`config.mk`:
```
export PLATFORM = sky130hd
export DESIGN_NAME = decode_stage
export DESIGN_NICKNAME = d
export VERILOG_FILES = /design/src/decode_pkg.sv /design/src/ctl_signal_gen.sv /design/src/decode_stage.sv /design/src/imm_extender.sv /design/src/inst_classifier.sv
export SDC_FILE = /design/constraint.sdc
export NUM_CORES = 1
export LEC_CHECK = 0
export ABC_AREA = 1
export BUFFER_PORTS_ARGS = -buffer_cell sky130_fd_sc_hd__clkbuf_2
export CAP_MARGIN = 20
export CORE_MARGIN = 5
export CORE_UTILIZATION = 49
export CTS_BUF_LIST = sky130_fd_sc_hd__clkbuf_4 sky130_fd_sc_hd__clkbuf_8
export DETAILED_ROUTE_END_ITERATION = 7
export GPL_ROUTABILITY_DRIVEN = 0
export PLACE_DENSITY = 0.74
export SYNTH_ARGS = -nofsm -noshare
export SYNTH_HDL_FRONTEND = slang
export SYNTH_SLANG_ARGS = --single-unit
```
`constraint.sdc`:
```
create_clock -name clk_50mhz -period 1.7 [get_ports clk_50mhz]
set_clock_uncertainty 0.15 [all_clocks]
set_input_delay 0.085 -clock clk_50mhz [delete_from_list [all_inputs] [get_ports clk_50mhz]]
set_output_delay 0.085 -clock clk_50mhz [all_outputs]
set_load 0.05 [all_outputs]
```
`src/decode_pkg.sv`:
```
package decode_pkg;

        localparam int INST_W = 16;

        // ~~~~~~~~~~~~~~~~~~~~
        // Instruction encodings.

        typedef enum logic [4:0] {
                OP_ADDSP3    = 5'b00000,
                OP_NOP       = 5'b00001,
                OP_B         = 5'b00010,
                OP_BEQZ      = 5'b00100,
                OP_BNEZ      = 5'b00101,
                OP_SHIFT     = 5'b00110,
                OP_ADDIU3    = 5'b01000,
                OP_ADDIU     = 5'b01001,
                OP_GRP_SP    = 5'b01100,
                OP_LI        = 5'b01101,
                OP_CMPI      = 5'b01110,
                OP_LW_SP     = 5'b10010,
                OP_LW        = 5'b10011,
                OP_SW_SP     = 5'b11010,
                OP_SW        = 5'b11011,
                OP_GRP_ARITH = 5'b11100,
                OP_GRP_LOGIC = 5'b11101,
                OP_GRP_IH    = 5'b11110
        } major_op_e;

        typedef enum logic [4:0] {
                CLS_NOP, CLS_ADDIU, CLS_ADDIU3, CLS_ADDSP3, CLS_ADDSP, CLS_BTEQZ,
                CLS_MTSP, CLS_SW_RS, CLS_ADDU, CLS_SUBU, CLS_AND, CLS_CMP,
                CLS_JR, CLS_MFPC, CLS_OR, CLS_SLLV, CLS_B, CLS_BEQZ,
                CLS_BNEZ, CLS_CMPI, CLS_LI, CLS_LW, CLS_LW_SP, CLS_MFIH,
                CLS_MTIH, CLS_SLL, CLS_SRA, CLS_SRL, CLS_SW, CLS_SW_SP,
                CLS_ILLEGAL
        } inst_class_e;

        // ~~~~~~~~~~~~~~~~~~~~
        // Datapath selections. Zero is always the idle choice.

        typedef enum logic [3:0] {
                ALU_NOP, ALU_ADD, ALU_SUB, ALU_AND, ALU_OR, ALU_EQU,
                ALU_SLL, ALU_SLLV, ALU_SRA, ALU_SRL, ALU_RETA, ALU_RETB
        } alu_op_e;

        typedef enum logic [2:0] {ASEL_NOP, ASEL_REGA, ASEL_SP, ASEL_T, ASEL_RZ} alu_a_sel_e;

        typedef enum logic [1:0] {BSEL_NOP, BSEL_REGB, BSEL_IM} alu_b_sel_e;

        typedef enum logic [2:0] {DST_NOP, DST_REG, DST_SP, DST_T, DST_IH} reg_dst_e;

        typedef enum logic [2:0] {WBD_NOP, WBD_ALU, WBD_MEM, WBD_IH, WBD_PC} wb_data_sel_e;

        typedef enum logic [1:0] {WBA_NOP, WBA_RX, WBA_RY, WBA_RZ} wb_addr_sel_e;

        typedef enum logic [1:0] {JMP_NOP, JMP_ALWAYS, JMP_ZERO, JMP_NZERO} jump_mode_e;

        typedef enum logic [2:0] {
                IMM_NOP, IMM_SE_3_0, IMM_SE_4_0, IMM_SE_7_0, IMM_SE_10_0,
                IMM_ZE_7_0, IMM_SHAMT
        } imm_mode_e;

        typedef enum logic [1:0] {RDS_NOP, RDS_REGA, RDS_REGB, RDS_RA} ram_data_sel_e;

        typedef struct packed {
                alu_op_e       alu_op;
                alu_a_sel_e    alu_a_sel;
                alu_b_sel_e    alu_b_sel;
                reg_dst_e      reg_dst;
                wb_data_sel_e  wb_data_sel;
                wb_addr_sel_e  wb_addr_sel;
                logic          ram_en;      // Memory access this cycle.
                logic          ram_we;      // Write when set, read otherwise.
                jump_mode_e    jump_mode;
                imm_mode_e     imm_mode;
                ram_data_sel_e ram_data_sel;
        } ctl_bundle_t;

        localparam ctl_bundle_t CTL_NOP = '{
                alu_op:       ALU_NOP,
                alu_a_sel:    ASEL_NOP,
                alu_b_sel:    BSEL_NOP,
                reg_dst:      DST_NOP,
                wb_data_sel:  WBD_NOP,
                wb_addr_sel:  WBA_NOP,
                ram_en:       1'b0,
                ram_we:       1'b0,
                jump_mode:    JMP_NOP,
                imm_mode:     IMM_NOP,
                ram_data_sel: RDS_NOP
        };

endpackage

```
`src/ctl_signal_gen.sv`:
```
`timescale 1ns/1ns

module ctl_signal_gen import decode_pkg::*; #(
        parameter int DATA_W = 16
) (
        input  logic              clk_50mhz,
        input  logic              rst_n,
        input  logic              cls_valid,
        input  inst_class_e       cls,
        input  logic [INST_W-1:0] cls_inst,
        output logic              ctl_valid,
        output ctl_bundle_t       ctl,
        output logic [DATA_W-1:0] imm,
        output logic              illegal
);

        ctl_bundle_t       ctl_next;
        logic [DATA_W-1:0] imm_next;
        logic              illegal_next;

        // ~~~~~~~~~~~~~~~~~~~~
        // Fields go in the order alu_op, a_sel, b_sel, reg_dst, wb_data, wb_addr,
        // ram_en, ram_we, jump, imm_mode, ram_data.
        always_comb begin
                ctl_next     = CTL_NOP;
                illegal_next = 1'b0;
                case (cls)
                        CLS_ADDIU:  ctl_next = '{ALU_ADD, ASEL_REGA, BSEL_IM, DST_REG, WBD_ALU,
                                        WBA_RX, 1'b0, 1'b0, JMP_NOP, IMM_SE_7_0, RDS_NOP};
                        CLS_ADDIU3: ctl_next = '{ALU_ADD, ASEL_REGA, BSEL_IM, DST_REG, WBD_ALU,
                                        WBA_RY, 1'b0, 1'b0, JMP_NOP, IMM_SE_3_0, RDS_NOP};
                        CLS_ADDSP3: ctl_next = '{ALU_ADD, ASEL_SP, BSEL_IM, DST_REG, WBD_ALU,
                                        WBA_RX, 1'b0, 1'b0, JMP_NOP, IMM_SE_7_0, RDS_NOP};
                        CLS_ADDSP:  ctl_next = '{ALU_ADD, ASEL_SP, BSEL_IM, DST_SP, WBD_ALU,
                                        WBA_NOP, 1'b0, 1'b0, JMP_NOP, IMM_SE_7_0, RDS_NOP};
                        CLS_ADDU:   ctl_next = '{ALU_ADD, ASEL_REGA, BSEL_REGB, DST_REG, WBD_ALU,
                                        WBA_RZ, 1'b0, 1'b0, JMP_NOP, IMM_NOP, RDS_NOP};
                        CLS_SUBU:   ctl_next = '{ALU_SUB, ASEL_REGA, BSEL_REGB, DST_REG, WBD_ALU,
                                        WBA_RZ, 1'b0, 1'b0, JMP_NOP, IMM_NOP, RDS_NOP};
                        CLS_AND:    ctl_next = '{ALU_AND, ASEL_REGA, BSEL_REGB, DST_REG, WBD_ALU,
                                        WBA_RX, 1'b0, 1'b0, JMP_NOP, IMM_NOP, RDS_NOP};
                        CLS_OR:     ctl_next = '{ALU_OR, ASEL_REGA, BSEL_REGB, DST_REG, WBD_ALU,
                                        WBA_RX, 1'b0, 1'b0, JMP_NOP, IMM_NOP, RDS_NOP};
                        CLS_CMP:    ctl_next = '{ALU_EQU, ASEL_REGA, BSEL_REGB, DST_T, WBD_ALU,
                                        WBA_NOP, 1'b0, 1'b0, JMP_NOP, IMM_NOP, RDS_NOP};
                        CLS_CMPI:   ctl_next = '{ALU_EQU, ASEL_REGA, BSEL_IM, DST_T, WBD_ALU,
                                        WBA_NOP, 1'b0, 1'b0, JMP_NOP, IMM_SE_7_0, RDS_NOP};
                        CLS_SLLV:   ctl_next = '{ALU_SLLV, ASEL_REGA, BSEL_REGB, DST_REG, WBD_ALU,
                                        WBA_RY, 1'b0, 1'b0, JMP_NOP, IMM_NOP, RDS_NOP};
                        CLS_SLL:    ctl_next = '{ALU_SLL, ASEL_RZ, BSEL_IM, DST_REG, WBD_ALU,
                                        WBA_RX, 1'b0, 1'b0, JMP_NOP, IMM_SHAMT, RDS_NOP};
                        CLS_SRA:    ctl_next = '{ALU_SRA, ASEL_RZ, BSEL_IM, DST_REG, WBD_ALU,
                                        WBA_RX, 1'b0, 1'b0, JMP_NOP, IMM_SHAMT, RDS_NOP};
                        CLS_SRL:    ctl_next = '{ALU_SRL, ASEL_RZ, BSEL_IM, DST_REG, WBD_ALU,
                                        WBA_RX, 1'b0, 1'b0, JMP_NOP, IMM_SHAMT, RDS_NOP};
                        CLS_B:      ctl_next = '{ALU_NOP, ASEL_NOP, BSEL_NOP, DST_NOP, WBD_NOP,
                                        WBA_NOP, 1'b0, 1'b0, JMP_ALWAYS, IMM_SE_10_0, RDS_NOP};
                        CLS_BEQZ:   ctl_next = '{ALU_NOP, ASEL_REGA, BSEL_NOP, DST_NOP, WBD_NOP,
                                        WBA_NOP, 1'b0, 1'b0, JMP_ZERO, IMM_SE_7_0, RDS_NOP};
                        CLS_BNEZ:   ctl_next = '{ALU_NOP, ASEL_REGA, BSEL_NOP, DST_NOP, WBD_NOP,
                                        WBA_NOP, 1'b0, 1'b0, JMP_NZERO, IMM_SE_7_0, RDS_NOP};
                        CLS_BTEQZ:  ctl_next = '{ALU_NOP, ASEL_T, BSEL_NOP, DST_NOP, WBD_NOP,
                                        WBA_NOP, 1'b0, 1'b0, JMP_ZERO, IMM_SE_7_0, RDS_NOP};
                        CLS_JR:     ctl_next = '{ALU_RETA, ASEL_REGA, BSEL_NOP, DST_NOP, WBD_NOP,
                                        WBA_NOP, 1'b0, 1'b0, JMP_ALWAYS, IMM_NOP, RDS_NOP};
                        CLS_LI:     ctl_next = '{ALU_RETB, ASEL_NOP, BSEL_IM, DST_REG, WBD_ALU,
                                        WBA_RX, 1'b0, 1'b0, JMP_NOP, IMM_ZE_7_0, RDS_NOP};
                        CLS_LW:     ctl_next = '{ALU_ADD, ASEL_REGA, BSEL_IM, DST_REG, WBD_MEM,
                                        WBA_RY, 1'b1, 1'b0, JMP_NOP, IMM_SE_4_0, RDS_NOP};
                        CLS_LW_SP:  ctl_next = '{ALU_ADD, ASEL_SP, BSEL_IM, DST_REG, WBD_MEM,
                                        WBA_RX, 1'b1, 1'b0, JMP_NOP, IMM_SE_7_0, RDS_NOP};
                        CLS_SW:     ctl_next = '{ALU_ADD, ASEL_REGA, BSEL_IM, DST_NOP, WBD_NOP,
                                        WBA_NOP, 1'b1, 1'b1, JMP_NOP, IMM_SE_4_0, RDS_REGB};
                        CLS_SW_SP:  ctl_next = '{ALU_ADD, ASEL_SP, BSEL_IM, DST_NOP, WBD_NOP,
                                        WBA_NOP, 1'b1, 1'b1, JMP_NOP, IMM_SE_7_0, RDS_REGA};
                        CLS_SW_RS:  ctl_next = '{ALU_ADD, ASEL_SP, BSEL_IM, DST_NOP, WBD_NOP,
                                        WBA_NOP, 1'b1, 1'b1, JMP_NOP, IMM_SE_7_0, RDS_RA};
                        CLS_MFIH:   ctl_next = '{ALU_NOP, ASEL_NOP, BSEL_NOP, DST_REG, WBD_IH,
                                        WBA_RX, 1'b0, 1'b0, JMP_NOP, IMM_NOP, RDS_NOP};
                        CLS_MFPC:   ctl_next = '{ALU_NOP, ASEL_NOP, BSEL_NOP, DST_REG, WBD_PC,
                                        WBA_RX, 1'b0, 1'b0, JMP_NOP, IMM_NOP, RDS_NOP};
                        CLS_MTIH:   ctl_next = '{ALU_RETA, ASEL_REGA, BSEL_NOP, DST_IH, WBD_ALU,
                                        WBA_NOP, 1'b0, 1'b0, JMP_NOP, IMM_NOP, RDS_NOP};
                        CLS_MTSP:   ctl_next = '{ALU_RETA, ASEL_REGA, BSEL_NOP, DST_SP, WBD_ALU,
                                        WBA_NOP, 1'b0, 1'b0, JMP_NOP, IMM_NOP, RDS_NOP};
                        CLS_NOP:    ctl_next = CTL_NOP;
                        default:    illegal_next = 1'b1;  // Bundle stays at CTL_NOP.
                endcase
        end

        imm_extender #(
                .DATA_W   (DATA_W)
        ) u_imm_extender (
                .inst     (cls_inst),
                .imm_mode (ctl_next.imm_mode),
                .imm      (imm_next)
        );

        // ~~~~~~~~~~~~~~~~~~~~
        always_ff @(posedge clk_50mhz or negedge rst_n) begin
                if (!rst_n) begin
                        ctl_valid <= 1'b0;
                        ctl       <= CTL_NOP;
                        imm       <= '0;
                        illegal   <= 1'b0;
                end else begin
                        ctl_valid <= cls_valid;
                        if (cls_valid) begin
                                ctl     <= ctl_next;
                                imm     <= imm_next;
                                illegal <= illegal_next;
                        end
                end
        end

endmodule

```
`src/decode_stage.sv`:
```
`timescale 1ns/1ns

module decode_stage import decode_pkg::*; #(
        parameter int DATA_W = 16
) (
        input  logic              clk_50mhz,
        input  logic              rst_n,
        input  logic              inst_valid,
        input  logic [INST_W-1:0] inst,
        output logic              ctl_valid,
        output ctl_bundle_t       ctl,
        output logic [DATA_W-1:0] imm,
        output logic              illegal
);

        logic              cls_valid;
        inst_class_e       cls;
        logic [INST_W-1:0] cls_inst;

        // Stage one classifies, stage two expands. Two cycles in total.
        inst_classifier u_inst_classifier (
                .clk_50mhz  (clk_50mhz),
                .rst_n      (rst_n),
                .inst_valid (inst_valid),
                .inst       (inst),
                .cls_valid  (cls_valid),
                .cls        (cls),
                .cls_inst   (cls_inst)
        );

        ctl_signal_gen #(
                .DATA_W    (DATA_W)
        ) u_ctl_signal_gen (
                .clk_50mhz (clk_50mhz),
                .rst_n     (rst_n),
                .cls_valid (cls_valid),
                .cls       (cls),
                .cls_inst  (cls_inst),
                .ctl_valid (ctl_valid),
                .ctl       (ctl),
                .imm       (imm),
                .illegal   (illegal)
        );

endmodule

```
`src/imm_extender.sv`:
```
`timescale 1ns/1ns

module imm_extender import decode_pkg::*; #(
        parameter int DATA_W = 16
) (
        input  logic [INST_W-1:0] inst,
        input  imm_mode_e         imm_mode,
        output logic [DATA_W-1:0] imm
);

        logic [2:0] shamt;

        assign shamt = inst[4:2];

        always_comb begin
                case (imm_mode)
                        IMM_SE_3_0:  imm = {{(DATA_W-4){inst[3]}}, inst[3:0]};
                        IMM_SE_4_0:  imm = {{(DATA_W-5){inst[4]}}, inst[4:0]};
                        IMM_SE_7_0:  imm = {{(DATA_W-8){inst[7]}}, inst[7:0]};
                        IMM_SE_10_0: imm = {{(DATA_W-11){inst[10]}}, inst[10:0]};
                        IMM_ZE_7_0:  imm = {{(DATA_W-8){1'b0}}, inst[7:0]};
                        IMM_SHAMT: begin
                                if (shamt == 3'd0)
                                        imm = DATA_W'(8);  // A zero field encodes a shift of eight.
                                else
                                        imm = DATA_W'(shamt);
                        end
                        default:     imm = '0;
                endcase
        end

endmodule

```
`src/inst_classifier.sv`:
```
`timescale 1ns/1ns

module inst_classifier import decode_pkg::*; (
        input  logic              clk_50mhz,
        input  logic              rst_n,
        input  logic              inst_valid,
        input  logic [INST_W-1:0] inst,
        output logic              cls_valid,
        output inst_class_e       cls,
        output logic [INST_W-1:0] cls_inst
);

        major_op_e   major;
        inst_class_e cls_next;

        assign major = major_op_e'(inst[INST_W-1:INST_W-5]);

        // ~~~~~~~~~~~~~~~~~~~~
        always_comb begin
                cls_next = CLS_ILLEGAL;
                case (major)
                        OP_ADDSP3: cls_next = CLS_ADDSP3;
                        OP_NOP:    cls_next = CLS_NOP;
                        OP_B:      cls_next = CLS_B;
                        OP_BEQZ:   cls_next = CLS_BEQZ;
                        OP_BNEZ:   cls_next = CLS_BNEZ;
                        OP_ADDIU3: cls_next = CLS_ADDIU3;
                        OP_ADDIU:  cls_next = CLS_ADDIU;
                        OP_LI:     cls_next = CLS_LI;
                        OP_CMPI:   cls_next = CLS_CMPI;
                        OP_LW_SP:  cls_next = CLS_LW_SP;
                        OP_LW:     cls_next = CLS_LW;
                        OP_SW_SP:  cls_next = CLS_SW_SP;
                        OP_SW:     cls_next = CLS_SW;
                        OP_SHIFT: begin
                                case (inst[1:0])
                                        2'b00:   cls_next = CLS_SLL;
                                        2'b10:   cls_next = CLS_SRL;
                                        2'b11:   cls_next = CLS_SRA;
                                        default: cls_next = CLS_ILLEGAL;
                                endcase
                        end
                        OP_GRP_SP: begin
                                case (inst[10:8])
                                        3'b000:  cls_next = CLS_BTEQZ;
                                        3'b010:  cls_next = CLS_SW_RS;
                                        3'b011:  cls_next = CLS_ADDSP;
                                        3'b100:  cls_next = CLS_MTSP;
                                        default: cls_next = CLS_ILLEGAL;
                                endcase
                        end
                        OP_GRP_ARITH: begin
                                case (inst[1:0])
                                        2'b01:   cls_next = CLS_ADDU;
                                        2'b11:   cls_next = CLS_SUBU;
                                        default: cls_next = CLS_ILLEGAL;
                                endcase
                        end
                        OP_GRP_LOGIC: begin
                                case (inst[4:0])
                                        5'b00100: cls_next = CLS_SLLV;
                                        5'b01010: cls_next = CLS_CMP;
                                        5'b01100: cls_next = CLS_AND;
                                        5'b01101: cls_next = CLS_OR;
                                        5'b00000: begin  // JR and MFPC share funct zero.
                                                if (inst[7:5] == 3'b000)
                                                        cls_next = CLS_JR;
                                                else if (inst[7:5] == 3'b010)
                                                        cls_next = CLS_MFPC;
                                        end
                                        default:  cls_next = CLS_ILLEGAL;
                                endcase
                        end
                        OP_GRP_IH: cls_next = inst[0] ? CLS_MTIH : CLS_MFIH;
                        default:   cls_next = CLS_ILLEGAL;
                endcase
        end

        // ~~~~~~~~~~~~~~~~~~~~
        always_ff @(posedge clk_50mhz or negedge rst_n) begin
                if (!rst_n)
                        cls_valid <= 1'b0;
                else
                        cls_valid <= inst_valid;
        end

        always_ff @(posedge clk_50mhz) begin
                if (inst_valid) begin
                        cls      <= cls_next;
                        cls_inst <= inst;  // Stage two still needs the immediate field.
                end
        end

endmodule

```
==> results of run 1 <==
[how the worst max path moves through the flow]
stage          slack [ps]                             endpoint  cells after the start
6_report             -480  u_ctl_signal_gen.imm[0]$_DFFE_PN0P_                     12
5_1_grt              -600  u_ctl_signal_gen.imm[4]$_DFFE_PN0P_                     14
4_1_cts              -270  u_ctl_signal_gen.imm[9]$_DFFE_PN0P_                     11
3_5_place_dp         -390  u_ctl_signal_gen.imm[9]$_DFFE_PN0P_                     12
3_3_place_gp         -290  u_ctl_signal_gen.imm[8]$_DFFE_PN0P_                     12
2_1_floorplan         -90  u_ctl_signal_gen.imm[3]$_DFFE_PN0P_                     13
[repair_timing]
item / in CTS / in global routing
pin swaps: 24 / 29
endpoints found under the setup margin: 27 / 38
hold buffers: 12 / 1
endpoints found under the hold margin: 51 / 1
gates resized for setup: 43 / 84
cloned: 1 / 0
setup buffers: 23 / 13
[state kept, by name, summed over array words and instances, names as in the netlist]
| register | flops |
|---|---|
| u_inst_classifier.cls_inst | 11 |
| u_ctl_signal_gen.illegal | 1 |
| u_inst_classifier.cls | 5 |
| u_ctl_signal_gen.imm | 11 |
| u_ctl_signal_gen.ctl | 26 |
| u_ctl_signal_gen.ctl_valid | 1 |
| u_inst_classifier.cls_valid | 1 |
[cell families (layout without fill, tap and decap cells)]
group,after synthesis,after routing,share of synthesized area
flip-flops,56,56,0.431
AO/OA/AOI/OAI,48,48,0.0851
AND/OR/NAND/NOR,301,302,0.404
buffers and inverters,63,222,0.0804
[through the flow]
stage	setup slack (ps)	TNS [ps]	total power [mW]	hold slack (ps)	instance area, um2
floorplan	-89.6	-718	3.58	-361	3490
detailed placement	-388	-5910	4.20	34.0	4340
global placement	-287	-4380	4.15	15.7	4340
global route	-600	-12570	5.73	23.4	5210
finish	-480	-9070	5.52	-3.52	5210
CTS	-268	-5040	5.17	13.6	4880
[power by group through the flow]
stage | clock (mW) | sequential (mW) | combinational (mW)
floorplan | 0 | 2.59 | 0.990
global placement | 0 | 1.84 | 2.31
detailed placement | 0 | 1.86 | 2.34
CTS | 0.744 | 1.82 | 2.61
global route | 0.801 | 1.85 | 3.08
finish | 0.763 | 1.82 | 2.94
[per-layer routing]
layer	GRT usage	wire length (um)
met1	0.299	4800
met5	0	0
met4	0.126	728
met2	0.452	6340
met3	0.0449	1060
[layout by cell type (no fill, tap or decap), types with 17 or more instances in the layout]
master,n
buf_4,76
buf_6,19
clkbuf_2,61
dfrtp_1,40
inv_1,29
nand2_1,125
nand2_2,17
nand3_1,32
nand3_2,20
nand4_1,17
nor2_1,29
nor2_4,17
[area by class of cell]
| class | instances | area, um2 | share of cell area |
|---|---|---|---|
| Multi-Input combinational cell | 350 | 2090 | 0.402 |
| Sequential cell | 56 | 1480 | 0.285 |
| Timing Repair Buffer | 171 | 1260 | 0.242 |
| Inverter | 43 | 164 | 0.0315 |
| Tap cell | 96 | 120 | 0.0231 |
| Clock buffer | 5 | 68.8 | 0.0132 |
| Clock inverter | 3 | 18.8 | 0.00360 |
==> impl_metrics.json, run 1 <==
{
  "synthCells": 468,
  "switching_power_mw": 2.70,
  "min_from": "inst_valid",
  "synth_area_per_cell_um2": 7.35,
  "worst_r2r_startpoint": "u_inst_classifier.cls[2]$_DFFE_PP_",
  "fin_cells": 724,
  "routed_wl_um": 12900,
  "synthTopCellsByArea": "dfrtp_1 (29%), nand2_1 (16%), edfxtp_1 (14%), nand3_1 (7.4%), nor2_1 (4.4%)",
  "dpl.cell_count": 676,
  "worstPathRequired_ps": 1780,
  "drv_slew": 0,
  "synthTopCellsByCount": "nand2_1 (146), nand3_1 (51), dfrtp_1 (40), nor2_1 (40), inv_1 (35)",
  "final_core_util": 0.762,
  "run_status": "finished, violations left",
  "io_buffer_count": 62,
  "worstMarginPinSlew_ps": 522,
  "fin_nets": 646,
  "worstHoldPathCells": 1,
  "synth_ff_type": "dfrtp_1",
  "period_share": 1.28,
  "drt_iter0_drc": 518,
  "start_util": 0.503,
  "core_um2": 6830,
  "critical_path_peak_fanout": 7,
  "synth_cell_type_count": 34,
  "vias": 4232,
  "p_clk_frac": 0.138,
  "powerDensity_nw_per_um2": 1060,
  "crit_path_end_kind": "flip-flop",
  "drc": 0,
  "combinationalPowerShare": 0.532,
  "clkSinkCount": 56,
  "startpoint_type": "flip-flop",
  "synth_seq_cells": 56,
  "synth_top_cell_by_area": "dfrtp_1",
  "drive_above_1_share": 0.425,
  "post_drt_wl_per_cell_um": 17.9,
  "crit_buf_inv": 2,
  "grt_use_total": 0.257,
  "grt_max_degree": 58,
  "cp_slowest_cell": "edfxtp_1",
  "cts_tree": "yes",
  "grt_pass1_vias": 3927,
  "synth-seq-area-share": 0.431,
  "yosysMostFrequentCell": "nand2_1",
  "path_cells": "nor2_4, buf_12, nand3_2, nand2_2, inv_2, nand2_1, nor2_4, nand2_2, nand4_1, nand2_1, o21bai_1, nand2_1",
  "fp.dieH_um": 93.8,
  "max_clock_freq_ghz": 0.459,
  "startpoint": "u_inst_classifier.cls[2]$_DFFE_PP_",
  "post-dp-hpwl_um": 7140,
  "p_int_mw": 2.83,
  "maxCapViolations": 0,
  "synth_edf_count": 16,
  "p_leak_nw": 2.79,
  "hold_ws_ps": -3.52,
  "ant_nets": 0,
  "path_delay_family": "simple AND/OR/NAND/NOR gates",
  "clockBufferDepth": 2,
  "grt.overflow.total": 0,
  "synthesis.nets": 487,
  "synth.top_cell.area_share": 0.291,
  "violations": "hold timing, setup timing",
  "n_antenna_cell": 0,
  "yosysWarnings": 0,
  "finalWorstSetupSlack_ps": -480,
  "worstSkewPairLatency_ps": 330,
  "critPathMaxStageDelay_ps": 560,
  "relSlewSlack": 0.652,
  "clk_pin_slew_ps": 100,
  "viasPerCell": 5.85,
  "async_flop_share": 0.714,
  "cp_data_arrival_time_ps": 2260,
  "numCtsBuffers": 5,
  "n_fill_cell": 451,
  "fin_crit_ps": 2180,
  "reg2reg_to": "u_ctl_signal_gen.imm[0]$_DFFE_PN0P_",
  "holdCritPathClass": "primary input to flip-flop",
  "num_rows": 30,
  "r2r_slack_ps": -480,
  "cts-htree-levels": 2,
  "grt_first_pass_wirelength_um": 18100,
  "drtPass1Iterations": 5,
  "crit_top_cell": "nand2_1",
  "antenna_found_initial": 0,
  "cts_root_buf": "clkbuf_8",
  "r2r_cells": 12,
  "hold_viol_final": 1,
  "setup_viol": 30,
  "p_sw_frac": 0.488,
  "irDropWorstVdd_v": 0.000392,
  "syn-cell-area_um2": 3440,
  "io_pins": 63,
  "die_w_um": 93.8,
  "hold_end": "u_inst_classifier.cls_valid$_DFF_PN0_",
  "rsz0062_at_grt": "true",
  "worstSetupPathType": "flip-flop to flip-flop",
  "die_area_um2": 8790,
  "syn_to_final_growth_pct": 51.4,
  "p_seq_frac": 0.330
}
Note: power is estimated with default switching activity, not from simulation.
==> run 2, diff against run 1 <==
--- a/config.mk
+++ b/config.mk
@@ -13,7 +13,8 @@
 export CTS_BUF_LIST = sky130_fd_sc_hd__clkbuf_4 sky130_fd_sc_hd__clkbuf_8
 export DETAILED_ROUTE_END_ITERATION = 7
 export GPL_ROUTABILITY_DRIVEN = 0
-export PLACE_DENSITY = 0.74
+export PLACE_DENSITY = 0.73
 export SYNTH_ARGS = -nofsm -noshare
 export SYNTH_HDL_FRONTEND = slang
+export SYNTH_HIERARCHICAL = 1
 export SYNTH_SLANG_ARGS = --single-unit
==> run 2 against run 1 <==
The run ends with setup timing left. Clock power is 70% higher. Sequential share of layout area shrank 0.55 points. Via count grew 8.1%. Final area up 11%. First-iteration DRC count fell by 19%. Setup slack got worse by 190 ps. Global-route usage grew 1.6 points. Critical path type unchanged. Largest power group unchanged.
==> impl_metrics.json, run 2 <==
{
  "vias": 4574,
  "crit_buf_inv": 3,
  "crit_top_cell": "nand2_1",
  "hold_viol_final": 0,
  "synthCells": 555,
  "met3_usage": 0.0636,
  "seq_area_um2": 1610,
  "post_drt_wl_per_cell_um": 16.4,
  "violations": "setup timing",
  "grt_use_total": 0.273,
  "relSlewSlack": 0.618,
  "fin_nets": 744,
  "cp_num_cells": 14,
  "fin_crit_ps": 2370,
  "worstPathRequired_ps": 1800,
  "routed_wl_um": 13600,
  "setup_viol": 41,
  "place_area_um2": 4660,
  "num_rows": 32,
  "clkSinkCount": 61,
  "max_clock_freq_ghz": 0.422,
  "fp.dieH_um": 97.8,
  "crit_path_end": "u_ctl_signal_gen/imm[12]$_DFFE_PN0P_",
  "cts_tree": "yes",
  "layout_commonest_cell": "nand2_1",
  "worstSetupPathType": "flip-flop to flip-flop",
  "crit_path_end_kind": "flip-flop",
  "grt_pass1_vias": 4624,
  "viasPerCell": 5.50,
  "syn-cell-area_um2": 3780,
  "ant_nets": 0,
  "path_delay_family": "simple AND/OR/NAND/NOR gates",
  "io_buffer_count": 62,
  "startpoint": "u_inst_classifier/cls[3]$_DFFE_PP_",
  "critical_path_peak_fanout": 7,
  "io_pins": 63,
  "finalWorstSetupSlack_ps": -670,
  "drtPass1Iterations": 6,
  "startpoint_type": "flip-flop",
  "worst_r2r_startpoint": "u_inst_classifier/cls[3]$_DFFE_PP_",
  "clk_pin_slew_ps": 80,
  "worstSkewPairLatency_ps": 340,
  "reg2reg_to": "u_ctl_signal_gen/imm[12]$_DFFE_PN0P_",
  "cts-htree-levels": 3,
  "fin_area_um2": 5760,
  "multi_input_area_um2": 2350,
  "start_util": 0.497,
  "busiest_layer": "met2",
  "cp_data_arrival_time_ps": 2470,
  "grt_max_degree": 46,
  "clockBufferDepth": 2,
  "synth_area_per_cell_um2": 6.81,
  "cp_slowest_cell": "edfxtp_1",
  "drive_above_1_share": 0.403,
  "post-dp-hpwl_um": 8090,
  "antenna_found_initial": 0,
  "n_antenna_cell": 0,
  "maxCapViolations": 0,
  "holdCritPathClass": "primary input to asynchronous set/reset pin",
  "synthesis.nets": 574,
  "p_leak_nw": 3.17,
  "r2r_cells": 14,
  "run_status": "finished, violations left",
  "syn_to_final_growth_pct": 52.4,
  "top_regs": "u_ctl_signal_gen/ctl x26, u_ctl_signal_gen/imm x16, u_inst_classifier/cls_inst x11",
  "numCtsBuffers": 9,
  "grt_first_pass_wirelength_um": 21100,
  "cts_root_buf": "clkbuf_8",
  "irDropWorstVdd_v": 0.000824,
  "fin_total_pwr_mw": 6.66,
  "powerDensity_nw_per_um2": 1160,
  "drv_slew": 0,
  "drc": 0,
  "drt_iter0_drc": 421,
  "largest_reg_flops": 26,
  "grt.overflow.total": 0,
  "regMostFlops": "u_ctl_signal_gen/ctl",
  "r2r_slack_ps": -670,
  "n_fill_cell": 528,
  "path_cells": "buf_6, nand3_2, inv_1, nand2_2, nand2_1, nor2_1, nand4_1, buf_4, nor2_4, nor2_2, nand2_4, nand3_4, nand2_1, nand2_1",
  "yosysWarnings": 6,
  "met1_usage": 0.284,
  "worstMarginPinSlew_ps": 573,
  "die_area_um2": 9560,
  "die_w_um": 97.8,
  "met2_usage": 0.490,
  "critPathMaxStageDelay_ps": 450,
  "final_cell_mix": "nand2_1 (188), buf_4 (83), clkbuf_2 (62)",
  "period_share": 1.39,
  "rsz0062_at_grt": "true",
  "core_um2": 7610
}
-- run 2: how the worst min path moves through the flow --
stage	endpoint	slack, ps	cells after the start
floorplan	u_ctl_signal_gen/ctl[0]$_DFFE_PN0P_	-360	0
global placement	u_ctl_signal_gen/ctl[16]$_DFFE_PN0P_	40	2
detailed placement	u_ctl_signal_gen/ctl[6]$_DFFE_PN0P_	60	2
CTS	u_inst_classifier/cls[0]$_DFFE_PP_	210	4
finish	u_ctl_signal_gen/ctl[6]$_DFFE_PN0P_	200	3
global route	u_inst_classifier/cls[0]$_DFFE_PP_	250	4
-- run 2: repair_timing --
action / in CTS / in global routing
hold buffers: 13 / 0
hold endpoints to repair: 57 / 0
pin swaps: 42 / 14
setup endpoints to repair: 38 / 44
setup buffers: 32 / 8
gates resized for setup: 106 / 31
-- run 2: where the power goes --
part / leakage (nW) / switching (mW) / internal (mW)
clock network: 0.104 / 0.621 / 0.683
logic: 2.32 / 2.32 / 1.02
registers: 0.740 / 0.186 / 1.83
-- run 2: cell type report --
class                      instances  area share
sequential                        61       0.279
inverter                          45      0.0300
multi-input combinational        429       0.408
timing repair buffer             179       0.226
clock buffer                       9      0.0215
tap                              102      0.0222
clock inverter                     7      0.0130
-- run 2: per-layer routing --
metal  share of wire  routed length, um
met1            0.35               4770
met2            0.51               6980
met4           0.064                877
met5               0                  0
met3           0.072                984
-- run 2: worst register-to-register path: stages (launching register included) --
cell	delay, ps
edfxtp_1	450
buf_6	180
nand3_2	90
inv_1	70
nand2_2	90
nand2_1	70
nor2_1	150
nand4_1	230
buf_4	220
nor2_4	140
nor2_2	70
nand2_4	100
nand3_4	110
nand2_1	90
nand2_1	50
-- run 2: through the flow --
step | cells | utilization | hold slack [ps] | setup TNS (ps) | worst slack (ps)
floorplan | 555 | - | -361 | -8190 | -631
finish | 832 | 0.757 | 197 | -17050 | -670
global route | 832 | 0.757 | 254 | -19650 | -729
global placement | 768 | 0.612 | 36.9 | -12530 | -582
CTS | 825 | 0.734 | 215 | -11010 | -484
detailed placement | 768 | 0.612 | 58.9 | -14880 | -684
==> run 3, diff against run 2 <==
--- a/config.mk
+++ b/config.mk
@@ -9,11 +9,10 @@
 export BUFFER_PORTS_ARGS = -buffer_cell sky130_fd_sc_hd__clkbuf_2
 export CAP_MARGIN = 20
 export CORE_MARGIN = 5
-export CORE_UTILIZATION = 49
+export CORE_UTILIZATION = 40
 export CTS_BUF_LIST = sky130_fd_sc_hd__clkbuf_4 sky130_fd_sc_hd__clkbuf_8
 export DETAILED_ROUTE_END_ITERATION = 7
 export GPL_ROUTABILITY_DRIVEN = 0
-export PLACE_DENSITY = 0.73
 export SYNTH_ARGS = -nofsm -noshare
 export SYNTH_HDL_FRONTEND = slang
 export SYNTH_HIERARCHICAL = 1
==> run 3 against run 2 <==
The run still ends with setup timing left. Count of clock-buffer cells in the layout unchanged. Non-clock buffer count down 12. Final area about the same. Via count down 6.4%. Power up 1.2%. Register-to-register slack better by 130 ps. First-iteration DRC count down 38%. Sequential power about the same. Maximum frequency up 5.9%. Sequential cell count unchanged. Combinational power down 5%. Global-route usage down 6.6 points. Largest cell class unchanged. Largest power group unchanged.
==> impl_metrics.json, run 3 (same netlist as run 2, synthesis figures left out) <==
{
  "run_status": "finished, violations left",
  "violations": "setup timing",
  "io_pins": 63,
  "switching_power_mw": 2.98,
  "regMostFlops": "u_ctl_signal_gen/ctl",
  "drc": 0,
  "tns_ps": -12080,
  "drive_above_1_share": 0.407,
  "num_rows": 35,
  "critPathMaxStageDelay_ps": 520,
  "met2_usage": 0.351,
  "ant_nets": 0,
  "n_antenna_cell": 0,
  "rsz0062_at_grt": "true",
  "crit_path_end_kind": "flip-flop",
  "powerDensity_nw_per_um2": 1170,
  "p_seq_frac": 0.302,
  "cts_tree": "yes",
  "vias": 4281,
  "n_fill_cell": 792,
  "p_sw_frac": 0.442,
  "finalWorstSetupSlack_ps": -538,
  "cp_data_arrival_time_ps": 2330,
  "die_w_um": 107,
  "setup_viol": 35,
  "viasPerCell": 5.05,
  "met3_usage": 0.0415,
  "maxCapViolations": 0,
  "routed_wl_um": 12100,
  "grt_pass1_vias": 4102,
  "hold_viol_final": 0,
  "syn_to_final_growth_pct": 52.3,
  "grt_use_total": 0.207,
  "final_core_util": 0.623,
  "numCtsBuffers": 9,
  "worstSkewPairLatency_ps": 340,
  "fin_cells": 847,
  "drt_iter0_drc": 261,
  "core_um2": 9240,
  "reg2reg_to": "u_ctl_signal_gen/imm[12]$_DFFE_PN0P_",
  "critical_path_peak_fanout": 7,
  "r2r_cells": 15,
  "antenna_found_initial": 0,
  "clockBufferDepth": 2,
  "relSlewSlack": 0.621,
  "dpl.cell_count": 793,
  "p_leak_nw": 3.12,
  "fin_nets": 732,
  "irDropWorstVdd_v": 0.000657,
  "p_int_mw": 3.76,
  "worst_r2r_startpoint": "u_inst_classifier/cls[1]$_DFFE_PP_",
  "post-dp-hpwl_um": 8150,
  "cp_slowest_cell": "edfxtp_1",
  "layout_commonest_cell": "nand2_1",
  "fin_crit_ps": 2240,
  "seq_area_um2": 1610,
  "r2r_slack_ps": -540,
  "cts_root_buf": "clkbuf_8",
  "die_area_um2": 11500,
  "fp.dieH_um": 107,
  "grt_max_degree": 46,
  "combinationalPowerShare": 0.469,
  "clk_pin_slew_ps": 70,
  "top_regs": "u_ctl_signal_gen/ctl x26, u_ctl_signal_gen/imm x16, u_inst_classifier/cls_inst x11",
  "io_buffer_count": 62,
  "multi_input_area_um2": 2330,
  "largest_reg_flops": 26,
  "dp_slack_ps": -549,
  "final_cell_mix": "nand2_1 (185), buf_4 (65), clkbuf_2 (62)",
  "worstMarginPinSlew_ps": 568,
  "max_clock_freq_ghz": 0.447,
  "grt_first_pass_wirelength_um": 19100,
  "startpoint_type": "flip-flop",
  "holdCritPathClass": "primary input to asynchronous set/reset pin",
  "grt.overflow.total": 0,
  "period_share": 1.32,
  "busiest_layer": "met2",
  "worstPathRequired_ps": 1790,
  "drv_slew": 0,
  "clkSinkCount": 61,
  "path_cells": "inv_2, nand2_2, nor2_2, nand2_1, nand2_2, nor2_1, nand4_1, buf_6, inv_2, nand2_2, nand2_2, nand2_4, nand3_4, nand2_1, nand2_1",
  "cts-htree-levels": 3,
  "post_drt_wl_per_cell_um": 14.3,
  "met1_usage": 0.252,
  "crit_top_cell": "nand2_2",
  "drtPass1Iterations": 5,
  "p_clk_frac": 0.229,
  "start_util": 0.409,
  "worstSetupPathType": "flip-flop to flip-flop"
}
==> run 3: cell count changes in the layout (fill, tap and decap cells not counted), sizes merged <==
cell	before	now
clkinvlp	1	2
inv	44	43
clkinv	6	4
bufinv	1	3
buf	104	92
==> run 3: layer usage <==
metal	share of wire	wire (um)
met5	0	0
met4	0.033	401
met3	0.062	756
met2	0.51	6140
met1	0.40	4840
==> run 3: timing repair <==
action / in CTS / in global routing
cloned: 0 / 0
pin swaps: 36 / 26
gates resized for setup: 60 / 87
endpoints found under the setup margin: 36 / 42
setup buffers: 19 / 15
hold endpoints to repair: 57 / 0
hold buffers: 13 / 0
==> run 3: layout make-up <==
class	count	area share
repair buffers	167	0.216
flip-flops and latches	61	0.279
clock inverters	7	0.0198
clock buffers	9	0.0215
inverters	45	0.0311
well taps	129	0.0280
multi-input cells	429	0.405
==> run 3: power groups by stage <==
stage          clock [mW]  sequential [mW]  combinational, mW
6_report             1.54             2.04               3.16
5_1_grt              1.65             2.09               3.37
4_1_cts              1.59             2.04               2.95
3_5_place_dp            0             2.06               2.73
3_3_place_gp            0             2.06               2.72
2_1_floorplan           0             3.04              0.990
==> run 3: metrics by stage <==
step                instance area [um2]  hold WS, ps  power (mW)
floorplan                          3820         -361        4.03
global placement                   4690         39.9        4.78
detailed placement                 4690         62.6        4.79
CTS                                5410          229        6.58
global route                       5750          272        7.10
finish                             5750          208        6.74
==> run 3: worst max-delay path by stage <==
stage,start,endpoint,slack (ps)
after floorplan,u_inst_classifier/cls[0]$_DFFE_PP_,u_ctl_signal_gen/imm[11]$_DFFE_PN0P_,-630
after global placement,u_inst_classifier/cls[0]$_DFFE_PP_,u_ctl_signal_gen/imm[13]$_DFFE_PN0P_,-490
after detailed placement,u_inst_classifier/cls[0]$_DFFE_PP_,u_ctl_signal_gen/imm[10]$_DFFE_PN0P_,-550
after CTS,u_inst_classifier/cls[0]$_DFFE_PP_,u_ctl_signal_gen/imm[13]$_DFFE_PN0P_,-440
after global routing,u_inst_classifier/cls[2]$_DFFE_PP_,u_ctl_signal_gen/imm[15]$_DFFE_PN0P_,-700
final,u_inst_classifier/cls[1]$_DFFE_PP_,u_ctl_signal_gen/imm[12]$_DFFE_PN0P_,-540
==> run 3: critical path, delay by kind of cell, from the launching register on <==
kind / cells / cell delay, ps
flip-flops: 1 / 520
buffers and inverters: 3 / 370
AND/OR/NAND/NOR: 12 / 1110
